<file path="src/source/axis_defs.svh">
// Geometry is fixed at compile time and the split index must be at least one and stay below 256 words
`ifndef AXIS_DEFS_SVH
`define AXIS_DEFS_SVH

// Bytes carried by one stream word
// The data bus is eight times this many bits wide
`define AXIS_BYTES 4

// Width of the tuser sideband
// One tuser value covers a whole word, not a single byte
`define AXIS_USER_BITS 2

// Number of leading packet bytes that leave on the header stream
// Every byte at or after this index goes to the payload stream
// A value that is not a multiple of AXIS_BYTES leaves the payload unaligned
// until the realigner shifts it back down to lane 0
`define AXIS_SPLIT_INDEX 6

// Packets longer than 255 words are still passed on
// because the word counter saturates there and so stays on the payload side
// Only the split position must fall inside that range

`endif
</file>
<file path="src/source/axis_pkg.sv">
// Word types follow the widths in the defs header and the realigner FSM has three states only
`include "axis_defs.svh"

package axis_pkg;

	// One stream word of data
	typedef logic [8*`AXIS_BYTES-1:0] axis_data_t;

	// Byte enables with one bit per data lane
	typedef logic [`AXIS_BYTES-1:0] axis_keep_t;

	// Sideband carried along with each word
	typedef logic [`AXIS_USER_BITS-1:0] axis_user_t;

	// Index of the current word inside a packet
	// It saturates so that long packets keep counting as payload
	typedef logic [7:0] word_ctr_t;

	// RA_FIRST waits for the first word of a packet
	// RA_MID joins the stored residue with each new word
	// RA_FLUSH sends the last residue after tlast
	typedef enum logic [1:0] {
		RA_FIRST,
		RA_MID,
		RA_FLUSH
	} realign_state_t;

endpackage

</file>
<file path="src/source/axis_split_top.sv">
// Split position comes from AXIS_SPLIT_INDEX and the input stream must arrive packed
`timescale 1ns/100ps
`include "axis_defs.svh"

module axis_split_top (
	input  logic                 clk,
	input  logic                 rst_n,

	input  logic                 axis_i_tvalid,
	output logic                 axis_i_tready,
	input  axis_pkg::axis_data_t axis_i_tdata,
	input  axis_pkg::axis_keep_t axis_i_tkeep,
	input  axis_pkg::axis_user_t axis_i_tuser,
	input  logic                 axis_i_tlast,

	output logic                 axis_o1_tvalid,
	input  logic                 axis_o1_tready,
	output axis_pkg::axis_data_t axis_o1_tdata,
	output axis_pkg::axis_keep_t axis_o1_tkeep,
	output axis_pkg::axis_user_t axis_o1_tuser,
	output logic                 axis_o1_tlast,

	output logic                 axis_o2_tvalid,
	input  logic                 axis_o2_tready,
	output axis_pkg::axis_data_t axis_o2_tdata,
	output axis_pkg::axis_keep_t axis_o2_tkeep,
	output axis_pkg::axis_user_t axis_o2_tuser,
	output logic                 axis_o2_tlast
);
	import axis_pkg::*;

	// Payload before realignment, still in the lanes it had in the input packet
	logic       split_o2_tvalid;
	logic       split_o2_tready;
	axis_data_t split_o2_tdata;
	axis_keep_t split_o2_tkeep;
	axis_user_t split_o2_tuser;
	logic       split_o2_tlast;

	// The header output goes straight out of the splitter
	axis_splitter #(
		.SPLIT_BYTE_INDEX (`AXIS_SPLIT_INDEX)
	) u_splitter (
		.clk            (clk),
		.rst_n          (rst_n),
		.axis_i_tvalid  (axis_i_tvalid),
		.axis_i_tready  (axis_i_tready),
		.axis_i_tdata   (axis_i_tdata),
		.axis_i_tkeep   (axis_i_tkeep),
		.axis_i_tuser   (axis_i_tuser),
		.axis_i_tlast   (axis_i_tlast),
		.axis_o1_tvalid (axis_o1_tvalid),
		.axis_o1_tready (axis_o1_tready),
		.axis_o1_tdata  (axis_o1_tdata),
		.axis_o1_tkeep  (axis_o1_tkeep),
		.axis_o1_tuser  (axis_o1_tuser),
		.axis_o1_tlast  (axis_o1_tlast),
		.axis_o2_tvalid (split_o2_tvalid),
		.axis_o2_tready (split_o2_tready),
		.axis_o2_tdata  (split_o2_tdata),
		.axis_o2_tkeep  (split_o2_tkeep),
		.axis_o2_tuser  (split_o2_tuser),
		.axis_o2_tlast  (split_o2_tlast)
	);

	// Payload starts at the lane where the split index falls in its word
	axis_realign #(
		.SHIFT (`AXIS_SPLIT_INDEX % `AXIS_BYTES)
	) u_realign (
		.clk        (clk),
		.rst_n      (rst_n),
		.in_tvalid  (split_o2_tvalid),
		.in_tready  (split_o2_tready),
		.in_tdata   (split_o2_tdata),
		.in_tkeep   (split_o2_tkeep),
		.in_tuser   (split_o2_tuser),
		.in_tlast   (split_o2_tlast),
		.out_tvalid (axis_o2_tvalid),
		.out_tready (axis_o2_tready),
		.out_tdata  (axis_o2_tdata),
		.out_tkeep  (axis_o2_tkeep),
		.out_tuser  (axis_o2_tuser),
		.out_tlast  (axis_o2_tlast)
	);

endmodule

</file>
<file path="src/source/axis_realign.sv">
// Input packets must start at lane SHIFT and be packed after their first word, and SHIFT is fixed
`timescale 1ns/100ps
`include "axis_defs.svh"

module axis_realign #(
	parameter int SHIFT = 0
) (
	input  logic                 clk,
	input  logic                 rst_n,

	input  logic                 in_tvalid,
	output logic                 in_tready,
	input  axis_pkg::axis_data_t in_tdata,
	input  axis_pkg::axis_keep_t in_tkeep,
	input  axis_pkg::axis_user_t in_tuser,
	input  logic                 in_tlast,

	output logic                 out_tvalid,
	input  logic                 out_tready,
	output axis_pkg::axis_data_t out_tdata,
	output axis_pkg::axis_keep_t out_tkeep,
	output axis_pkg::axis_user_t out_tuser,
	output logic                 out_tlast
);
	import axis_pkg::*;

	// Lanes of the output word that the residue fills
	localparam int RES_LANES = `AXIS_BYTES - SHIFT;

	realign_state_t state;
	realign_state_t nxt_state;

	// Residue holds the high lanes of the previous word, already moved down to lane 0
	axis_data_t res_tdata;
	axis_keep_t res_tkeep;
	axis_user_t res_tuser;

	axis_data_t in_shift_data;
	axis_keep_t in_shift_keep;
	logic       out_free;
	logic       in_fire;
	logic       emit;
	axis_data_t emit_data;
	axis_keep_t emit_keep;
	axis_user_t emit_user;
	logic       emit_last;

	assign out_free = !out_tvalid || out_tready;
	// The flush cycle owns the output so no input is taken then
	assign in_tready = out_free && (state != RA_FLUSH);
	assign in_fire = in_tvalid && in_tready;

	assign in_shift_data = in_tdata >> (8 * SHIFT);
	assign in_shift_keep = in_tkeep >> SHIFT;

	always_comb begin
		nxt_state = state;
		emit      = 1'b0;
		emit_data = res_tdata;
		emit_keep = res_tkeep;
		emit_user = res_tuser;
		emit_last = 1'b0;
		case (state)
			RA_FIRST: begin
				// A one-word packet or a zero shift completes the output word at once
				if (in_fire) begin
					if (in_tlast || (SHIFT == 0)) begin
						emit      = 1'b1;
						emit_data = in_shift_data;
						emit_keep = in_shift_keep;
						emit_user = in_tuser;
						emit_last = in_tlast;
					end else begin
						nxt_state = RA_MID;
					end
				end
			end
			RA_MID: begin
				// Low lanes of the new word top up the residue
				if (in_fire) begin
					emit      = 1'b1;
					emit_data = res_tdata | (in_tdata << (8 * RES_LANES));
					emit_keep = res_tkeep | (in_tkeep << RES_LANES);
					if (in_tlast) begin
						if (in_shift_keep != '0) begin
							nxt_state = RA_FLUSH;
						end else begin
							emit_last = 1'b1;
							nxt_state = RA_FIRST;
						end
					end
				end
			end
			RA_FLUSH: begin
				// The tail of the packet is whatever residue is left
				if (out_free) begin
					emit      = 1'b1;
					emit_last = 1'b1;
					nxt_state = RA_FIRST;
				end
			end
			default: begin
				nxt_state = RA_FIRST;
			end
		endcase
	end

	always_ff @(posedge clk) begin
		if (!rst_n) begin
			state      <= RA_FIRST;
			out_tvalid <= 1'b0;
		end else begin
			state <= nxt_state;
			if (out_free) begin
				out_tvalid <= emit;
			end
		end
	end

	// every accepted word leaves its high lanes behind as the next residue
	always_ff @(posedge clk) begin
		if (in_fire) begin
			res_tdata <= in_shift_data;
			res_tkeep <= in_shift_keep;
			res_tuser <= in_tuser;
		end
		if (emit) begin
			out_tdata <= emit_data;
			out_tkeep <= emit_keep;
			out_tuser <= emit_user;
			out_tlast <= emit_last;
		end
	end

	// Realigned words must be filled from lane 0 with no gaps
	a_out_packed: assert property (@(posedge clk) disable iff (!rst_n)
		out_tvalid |-> (out_tkeep != '0) && (((out_tkeep + 1'b1) & out_tkeep) == '0))
		else $error("axis_realign output tkeep is not contiguous from lane 0");

endmodule

</file>
<file path="src/source/axis_splitter.sv">
// Input tkeep must be packed and SPLIT_BYTE_INDEX at least one, and o2 is unaligned for uneven splits
`timescale 1ns/100ps
`include "axis_defs.svh"

module axis_splitter #(
	parameter int SPLIT_BYTE_INDEX = 1
) (
	input  logic                 clk,
	input  logic                 rst_n,

	input  logic                 axis_i_tvalid,
	output logic                 axis_i_tready,
	input  axis_pkg::axis_data_t axis_i_tdata,
	input  axis_pkg::axis_keep_t axis_i_tkeep,
	input  axis_pkg::axis_user_t axis_i_tuser,
	input  logic                 axis_i_tlast,

	output logic                 axis_o1_tvalid,
	input  logic                 axis_o1_tready,
	output axis_pkg::axis_data_t axis_o1_tdata,
	output axis_pkg::axis_keep_t axis_o1_tkeep,
	output axis_pkg::axis_user_t axis_o1_tuser,
	output logic                 axis_o1_tlast,

	output logic                 axis_o2_tvalid,
	input  logic                 axis_o2_tready,
	output axis_pkg::axis_data_t axis_o2_tdata,
	output axis_pkg::axis_keep_t axis_o2_tkeep,
	output axis_pkg::axis_user_t axis_o2_tuser,
	output logic                 axis_o2_tlast
);
	import axis_pkg::*;

	// Word that holds byte SPLIT_BYTE_INDEX, shared by both outputs unless the split is even
	localparam word_ctr_t SPLIT_WORD = word_ctr_t'(SPLIT_BYTE_INDEX / `AXIS_BYTES);
	// Word that holds the final header byte
	localparam word_ctr_t LAST_HDR_WORD = word_ctr_t'((SPLIT_BYTE_INDEX - 1) / `AXIS_BYTES);
	localparam int SPLIT_REM = SPLIT_BYTE_INDEX % `AXIS_BYTES;
	// Header lanes of the boundary word, empty when the split falls on a word edge
	localparam axis_keep_t O1_SPLIT_MASK = axis_keep_t'((1 << SPLIT_REM) - 1);

	word_ctr_t  ctr;
	axis_keep_t o1_keep;
	axis_keep_t o2_keep;
	logic       o1_ready;
	logic       o2_ready;
	logic       in_fire;

	// Both stages must have room since one input word may feed both
	assign axis_i_tready = o1_ready && o2_ready;
	assign in_fire = axis_i_tvalid && axis_i_tready;

	always_ff @(posedge clk) begin
		if (!rst_n) begin
			ctr <= '0;
		end else if (in_fire) begin
			if (axis_i_tlast) begin
				ctr <= '0;
			end else if (ctr != '1) begin
				ctr <= ctr + 1'b1;
			end
		end
	end

	// Steer each lane by word position relative to the boundary word
	always_comb begin
		o1_keep = '0;
		o2_keep = '0;
		if (ctr < SPLIT_WORD) begin
			o1_keep = axis_i_tkeep;
		end else if (ctr == SPLIT_WORD) begin
			o1_keep = axis_i_tkeep & O1_SPLIT_MASK;
			o2_keep = axis_i_tkeep & ~O1_SPLIT_MASK;
		end else begin
			o2_keep = axis_i_tkeep;
		end
	end

	// A word with no lanes for an output is simply not offered to it
	axis_register o1_reg (
		.clk        (clk),
		.rst_n      (rst_n),
		.in_tvalid  (in_fire && (|o1_keep)),
		.in_tready  (o1_ready),
		.in_tdata   (axis_i_tdata),
		.in_tkeep   (o1_keep),
		.in_tuser   (axis_i_tuser),
		.in_tlast   (axis_i_tlast || (ctr == LAST_HDR_WORD)),
		.out_tvalid (axis_o1_tvalid),
		.out_tready (axis_o1_tready),
		.out_tdata  (axis_o1_tdata),
		.out_tkeep  (axis_o1_tkeep),
		.out_tuser  (axis_o1_tuser),
		.out_tlast  (axis_o1_tlast)
	);

	// Data stays in its original lanes here
	axis_register o2_reg (
		.clk        (clk),
		.rst_n      (rst_n),
		.in_tvalid  (in_fire && (|o2_keep)),
		.in_tready  (o2_ready),
		.in_tdata   (axis_i_tdata),
		.in_tkeep   (o2_keep),
		.in_tuser   (axis_i_tuser),
		.in_tlast   (axis_i_tlast),
		.out_tvalid (axis_o2_tvalid),
		.out_tready (axis_o2_tready),
		.out_tdata  (axis_o2_tdata),
		.out_tkeep  (axis_o2_tkeep),
		.out_tuser  (axis_o2_tuser),
		.out_tlast  (axis_o2_tlast)
	);

	// Inner words are full and a last word is filled from lane 0 upwards
	a_in_packed: assert property (@(posedge clk) disable iff (!rst_n)
		axis_i_tvalid |-> (axis_i_tlast ?
			((axis_i_tkeep != '0) && (((axis_i_tkeep + 1'b1) & axis_i_tkeep) == '0)) :
			(axis_i_tkeep == '1)))
		else $error("axis_splitter input tkeep is not packed");

endmodule

</file>
<file path="src/source/axis_register.sv">
// Registered ready with two entries so one word of skid is absorbed and throughput is full
`timescale 1ns/100ps
`include "axis_defs.svh"

module axis_register (
	input  logic                 clk,
	input  logic                 rst_n,

	input  logic                 in_tvalid,
	output logic                 in_tready,
	input  axis_pkg::axis_data_t in_tdata,
	input  axis_pkg::axis_keep_t in_tkeep,
	input  axis_pkg::axis_user_t in_tuser,
	input  logic                 in_tlast,

	output logic                 out_tvalid,
	input  logic                 out_tready,
	output axis_pkg::axis_data_t out_tdata,
	output axis_pkg::axis_keep_t out_tkeep,
	output axis_pkg::axis_user_t out_tuser,
	output logic                 out_tlast
);
	import axis_pkg::*;

	// The skid entry catches the word that arrives while the main entry is stalled
	axis_data_t skid_tdata;
	axis_keep_t skid_tkeep;
	axis_user_t skid_tuser;
	logic       skid_tlast;
	logic       skid_valid;

	logic       in_fire;
	logic       main_load;
	logic       skid_valid_nxt;

	assign in_fire = in_tvalid && in_tready;

	// The main entry may take a new word when it is empty or being drained
	assign main_load = !out_tvalid || out_tready;

	// Ready is only high with the skid empty, so a full skid never sees an input word
	always_comb begin
		if (skid_valid) begin
			skid_valid_nxt = !main_load;
		end else begin
			skid_valid_nxt = in_fire && !main_load;
		end
	end

	always_ff @(posedge clk) begin
		if (!rst_n) begin
			out_tvalid <= 1'b0;
			skid_valid <= 1'b0;
			in_tready  <= 1'b0;
		end else begin
			skid_valid <= skid_valid_nxt;
			// Ready drops only once both entries hold a word
			in_tready  <= !skid_valid_nxt;
			if (main_load) begin
				out_tvalid <= skid_valid || in_fire;
			end
		end
	end

	// Payload moves from skid to main first so word order is kept
	always_ff @(posedge clk) begin
		if (main_load) begin
			if (skid_valid) begin
				out_tdata <= skid_tdata;
				out_tkeep <= skid_tkeep;
				out_tuser <= skid_tuser;
				out_tlast <= skid_tlast;
			end else begin
				out_tdata <= in_tdata;
				out_tkeep <= in_tkeep;
				out_tuser <= in_tuser;
				out_tlast <= in_tlast;
			end
		end else if (in_fire) begin
			skid_tdata <= in_tdata;
			skid_tkeep <= in_tkeep;
			skid_tuser <= in_tuser;
			skid_tlast <= in_tlast;
		end
	end

	// A stalled word must still be there with the same contents on the next edge
	a_out_stable: assert property (@(posedge clk) disable iff (!rst_n)
		out_tvalid && !out_tready |=> out_tvalid && $stable(out_tdata) &&
			$stable(out_tkeep) && $stable(out_tuser) && $stable(out_tlast))
		else $error("axis_register output changed while stalled");

endmodule

</file>
<file path="config.mk">
export PLATFORM = sky130hd
export DESIGN_NAME = axis_split_top
export DESIGN_NICKNAME = d
export VERILOG_FILES = /design/src/source/axis_pkg.sv /design/src/source/axis_split_top.sv /design/src/source/axis_realign.sv /design/src/source/axis_splitter.sv /design/src/source/axis_register.sv
export VERILOG_INCLUDE_DIRS = /design/src /design/src/source
export SDC_FILE = /design/constraint.sdc
export NUM_CORES = 1
export LEC_CHECK = 0
export BUFFER_PORTS_ARGS = -buffer_cell sky130_fd_sc_hd__buf_2
export CAP_MARGIN = 20
export CORE_UTILIZATION = 35
export CTS_CLUSTER_SIZE = 40
export DETAILED_ROUTE_END_ITERATION = 12
export PLACE_DENSITY = 0.53
export RECOVER_POWER = 100
export SYNTH_ARGS = -nofsm -noshare
export SYNTH_HDL_FRONTEND = slang
export SYNTH_SLANG_ARGS = --single-unit
</file>
<file path="constraint.sdc">
create_clock -name clk -period 14.8 [get_ports clk]
set_input_delay 1.48 -clock clk [delete_from_list [all_inputs] [get_ports clk]]
set_output_delay 1.48 -clock clk [all_outputs]
set_load 0.01 [all_outputs]
</file>
Word level (Yosys, flattened, before mapping)
Cells that the tools add are included.
W data, S select, Z words.
{"block": "word_totals", "out_inout_bits": 81, "in_bits": 44, "elab_cells": 123, "reg_bits": 232}
{"block": "classes", "eq_ne": 10, "n_reduce_logical": 32, "add_sub_neg": 1, "order_cmp": 1, "n_mux": 43, "n_bitwise": 4}
{"op": "$mux W32", "n": 4}
{"op": "$pmux W32 S2", "n": 1}
{"op": "$or A16 B32 Y32", "n": 1}
{"op": "$mux W2", "n": 14}
{"op": "$mux W4", "n": 6}
{"op": "$mux W16", "n": 1}
{"op": "$mux W8", "n": 2}
{"op": "$mux W1", "n": 11}
{"op": "$logic_and A1 B1 Y1", "n": 10}
{"op": "$add A8 B1 Y8 const B", "n": 1}
{"op": "$eq A8 B1 Y1 const B", "n": 1}
{"op": "$lt A8 B1 Y1 const B", "n": 1}
{"op": "$ne A8 B8 Y1 const B", "n": 1}
{"op": "$pmux W4 S2", "n": 1}
{"op": "$reduce_or A4 Y1", "n": 2}
{"op": "$logic_not A1 Y1", "n": 7}
{"op": "$logic_or A1 B1 Y1", "n": 6}
{"op": "$ne A2 B1 Y1 const B", "n": 3}
{"op": "$ne A2 B2 Y1 const B", "n": 3}
{"op": "$pmux W1 S3", "n": 2}
{"op": "$pmux W2 S3", "n": 1}
{"op": "$reduce_and A2 Y1", "n": 3}
{"op": "$reduce_and A5 Y1", "n": 1}
{"op": "$or A2 B4 Y4", "n": 1}
{"op": "other kinds (6)", "n": 7}

Depth between registers and ports, before layout
{"block": "depth", "ltp_word": 9, "depth_mapped": 6, "depth_no_buf": 6}

By module
A second synthesis with hierarchy kept.
{"block": "hier_totals", "cells_unflattened": 460, "area_unflattened_um2": 8911.0}
{"module": "axis_register", "seq_area_each_um2": 2402.3, "area_each_um2": 2936.6, "cells_per_inst": 131, "n_inst": 2}
{"module": "axis_realign", "seq_area_each_um2": 1831.8, "area_each_um2": 2471.1, "cells_per_inst": 128, "n_inst": 1}
{"module": "axis_splitter", "seq_area_each_um2": 160.2, "area_each_um2": 566.8, "cells_per_inst": 70, "n_inst": 1}

Worst setup path before layout
No wires, ideal clock.
{"block": "synth_timing", "path_kind": "input to register", "startpoint": "input port axis_o2_tready", "endpoint": "register u_splitter.o2_reg.skid_tdata[0] (enable)", "cell_stages": 3, "n_path_buf": 0, "arrival_time_ns": 6.870, "path_slack_ns": 7.383, "required_ns": 14.253, "setup_ns": 0.547, "cell_sequence": "nor2b_4 -> o21ai_1 -> nor4b_1"}
{"block": "synth_between", "elab_chain_cells": 5}
{"element": "from (decl)", "line": "axis_split_top.sv:24", "text": "input logic axis_o2_tready,"}
{"element": "$logic_or A1 B1 Y1", "line": "axis_realign.sv:48", "text": "assign out_free = !out_tvalid || out_tready;"}
{"element": "$logic_and A1 B1 Y1", "line": "axis_realign.sv:50", "text": "assign in_tready = out_free && (state != RA_FLUSH);"}
{"element": "$logic_or A1 B1 Y1", "line": "axis_register.sv:39", "text": "assign main_load = !out_tvalid || out_tready;"}
{"element": "named net u_splitter.o2_reg.main_load", "line": "axis_register.sv:33", "text": "logic main_load;"}
{"element": "$not A1 Y1 (no line)"}
{"element": "$reduce_and A2 Y1 (no line)"}
{"element": "to (signal assigned)", "line": "axis_register.sv:80", "text": "skid_tdata <= in_tdata;"}
{"element": "to (decl)", "line": "axis_register.sv:26", "text": "axis_data_t skid_tdata;"}
The timed path passes the listed nets, and every way through them passes these cells.
A chain may end at the register's enable or synchronous reset.

Final worst setup path
Same ends and word-level chain as after synthesis.

==> results.json <==
{
  "status": "complete, but fails checks",
  "violations": "capacitance limit, slew limit",
  "clkSinkCount": 232,
  "clk_pin_slew_ns": 0.06,
  "path_class": "input port to flop",
  "nNetsFinal": 659,
  "port-buffer-count": 124,
  "die_w_microns": 160.4,
  "endpoint": "u_splitter.o2_reg.skid_tdata[0]",
  "yosys.area_share.simple": 0.05897,
  "ant_nets": 0,
  "synth_top_family_by_area": "multiplexers",
  "cts_made_buffers": 25,
  "max_freq_mhz": 196.5,
  "finClkSkew_ns": 0.007615,
  "r2r_setup_slack_ns": 10.43,
  "initial_utilization": 0.3591,
  "finalSetupViolCount": 0,
  "critPathLaunch": "axis_o2_tready",
  "wl_per_cell_microns": 17.42,
  "yosys_warnings": 0,
  "gr-usage-met3": 0.03280,
  "min_period_ns": 5.089,
  "grt_pass1_vias": 4622,
  "vdd_drop_max_mv": 0.07771,
  "syn-cell-area_sq_um": 8785,
  "dr_total_vias": 4426,
  "postCtsHoldBufs": 0,
  "die_height_microns": 160.4,
  "n_antenna_cell": 0,
  "fin_tns_setup_ns": 0,
  "synth.avg_cell_area_sq_um": 18.93,
  "drive_gt1_frac": 0.2472,
  "met2_usage": 0.2249,
  "design.core.area_sq_um": 24460,
  "cts-resized-gates": 0,
  "nFillCells": 2269,
  "post_cts_buffers": 0,
  "end_kind": "flop",
  "dp_hpwl_microns": 10290,
  "h-tree-depth": 1,
  "reg2reg_from": "u_realign.out_tvalid",
  "synthArstFlopShare": 0,
  "relSlewSlack": -0.8583,
  "tightest_slew_ns": 2.787,
  "dp_cells": 907,
  "firstDrtPassIters": 4,
  "routed_wl_microns": 16630,
  "routabilityCongestion": 0.7133,
  "crit_path_max_fanout": 43,
  "synth_ff_type": "edfxtp_1",
  "clock_latency_ns": 0.51,
  "synth.yosys.seq_area_share": 0.7737,
  "synth.net_count": 511,
  "layout_commonest_cell": "edfxtp_1",
  "syn_inst": 464,
  "grt_max_degree": 44,
  "drt-initial-drc-count": 187,
  "top_usage_layer": "met2",
  "hold_violations": 0,
  "synth_area_leaders": "edfxtp_1 (73%), mux2_2 (12%), dfxtp_1 (3.9%)",
  "required_ns": 14.90,
  "worst_r2r_endpoint": "u_splitter.o2_reg.skid_tdata[0]",
  "p_per_area_nw_per_um2": 130.6,
  "layout_common_cells": "edfxtp_1 (215), clkbuf_1 (133), mux2_2 (96)",
  "synth_area_leader_cell": "edfxtp_1",
  "synth_top_area_share": 0.7349,
  "cts-root-buf": "clkbuf_16",
  "grt_pass1_wl_microns": 26330,
  "synth_edf_count": 215,
  "synth-seq-cells": 232,
  "antenna_found_initial": 1,
  "via_per_inst": 4.635,
  "maxCapViolCount": 5,
  "drv_slew": 186,
  "cts_tree": "yes",
  "grt_remaining_overflow": 0,
  "drc_errors": 0,
  "die-area_sq_um": 25740,
  "finalNonFillerCells": 955,
  "start_kind": "input port",
  "hold_path.class": "flop to flop",
  "muxShareOfSynthArea": 0.1243,
  "rows": 57,
  "grt_setup_unrepaired": "no",
  "ys_types": 52,
  "synth-compound-area-share": 0.02578,
  "grt_use_met1": 0.1644,
  "grt.total_usage": 0.1312,
  "synth_fa_ha_area_frac": 0.004273,
  "area_delta_synth_final_pct": 18.60,
  "io_pins": 125,
  "cp.arrival_ns": 5.19,
  "power.leakage_nw": 3.421,
  "rr_worst_depth": 5,
  "cts_buffer_depth": 3,
  "dpl-instance-area_sq_um": 9867,
  "synth-xor-area-share": 0.003988,
  "period_share": 0.3438,
  "final_area_sq_um": 10420
}
flip-flops by register name, summed over array words and instances, names as in the netlist, 8 cells and up:
name / cells
u_splitter.o1_reg.skid_tdata: 32
u_splitter.o2_reg.skid_tdata: 32
u_splitter.o1_reg.out_tdata: 32
u_splitter.ctr: 8
u_realign.out_tdata: 32
u_realign.res_tdata: 16
u_splitter.o2_reg.out_tdata: 32
logic make-up after synthesis:
family,Yosys count
AND/OR/NAND/NOR,82
XOR/XNOR,4
flip-flops,232
multiplexers,97
buffers and inverters,17
adder cells (fa/ha/maj),3
AO/OA/AOI/OAI,29
worst max-delay path, stage by stage:
cell and delay (ns):
buf_2 0.10, nor2b_1 0.50, o21ai_4 0.10, clkbuf_1 0.95, nor4b_1 0.76, clkbuf_1 1.28
power breakdown:
group	internal [mW]	leakage, nW	switching, mW	total (mW)
Clock	0.346	0.385	0.245	0.591
Combinational	0.0157	0.785	0.0209	0.0367
Sequential	0.728	2.25	0.00465	0.732
per-stage QoR:
| stage | utilization | hold WS, ns | power, mW | setup WS, ns |
|---|---|---|---|---|
| after floorplan | - | 0.4204 | 0.7646 | 7.383 |
| after global placement | 0.4029 | 0.4284 | 0.7858 | 11.34 |
| after detailed placement | 0.4034 | 0.4329 | 0.7868 | 11.27 |
| after CTS | 0.4353 | 0.4444 | 1.383 | 11.81 |
| after global routing | 0.4259 | 0.4472 | 1.410 | 9.178 |
| final | 0.4259 | 0.4439 | 1.361 | 9.711 |
worst min path at each step:
stage          slack [ns]                       startpoint                      to  cells after the start
2_1_floorplan        0.42  u_splitter.o2_reg.out_tdata[16]  u_realign.res_tdata[0]                      0
3_3_place_gp         0.43  u_splitter.o2_reg.out_tdata[16]  u_realign.res_tdata[0]                      0
3_5_place_dp         0.43  u_splitter.o2_reg.out_tdata[16]  u_realign.res_tdata[0]                      0
4_1_cts              0.44  u_splitter.o2_reg.out_tdata[19]  u_realign.res_tdata[3]                      0
5_1_grt              0.45  u_splitter.o2_reg.out_tdata[19]  u_realign.res_tdata[3]                      0
6_report             0.44  u_splitter.o2_reg.out_tdata[19]  u_realign.res_tdata[3]                      0
metal layers:
| layer | wire length (microns) | vias to the layer above |
|---|---|---|
| met2 | 8173 | 123 |
| met3 | 1023 | 22 |
| met1 | 7171 | 2167 |
| met4 | 254 | 2 |
| met5 | 11 | - |
| li1 | - | 2112 |
Yosys cell counts, drive strengths merged, types with 5 or more instances:
library cell,n
nor2,15
and3,6
mux2,97
buf,10
nor3b,5
dfxtp,17
and2,25
nand2,7
edfxtp,215
area by class of cell:
type / count / area, sq um / area share
flip-flops and latches: 232 / 6798 / 0.6525
multi-input cells: 215 / 1893 / 0.1817
clock buffers: 30 / 644.4 / 0.06185
repair buffers: 135 / 530.5 / 0.05092
well taps: 324 / 405.4 / 0.03891
clock inverters: 16 / 136.4 / 0.01309
inverters: 3 / 11.26 / 0.001081
(Power assumes the default switching activity.)
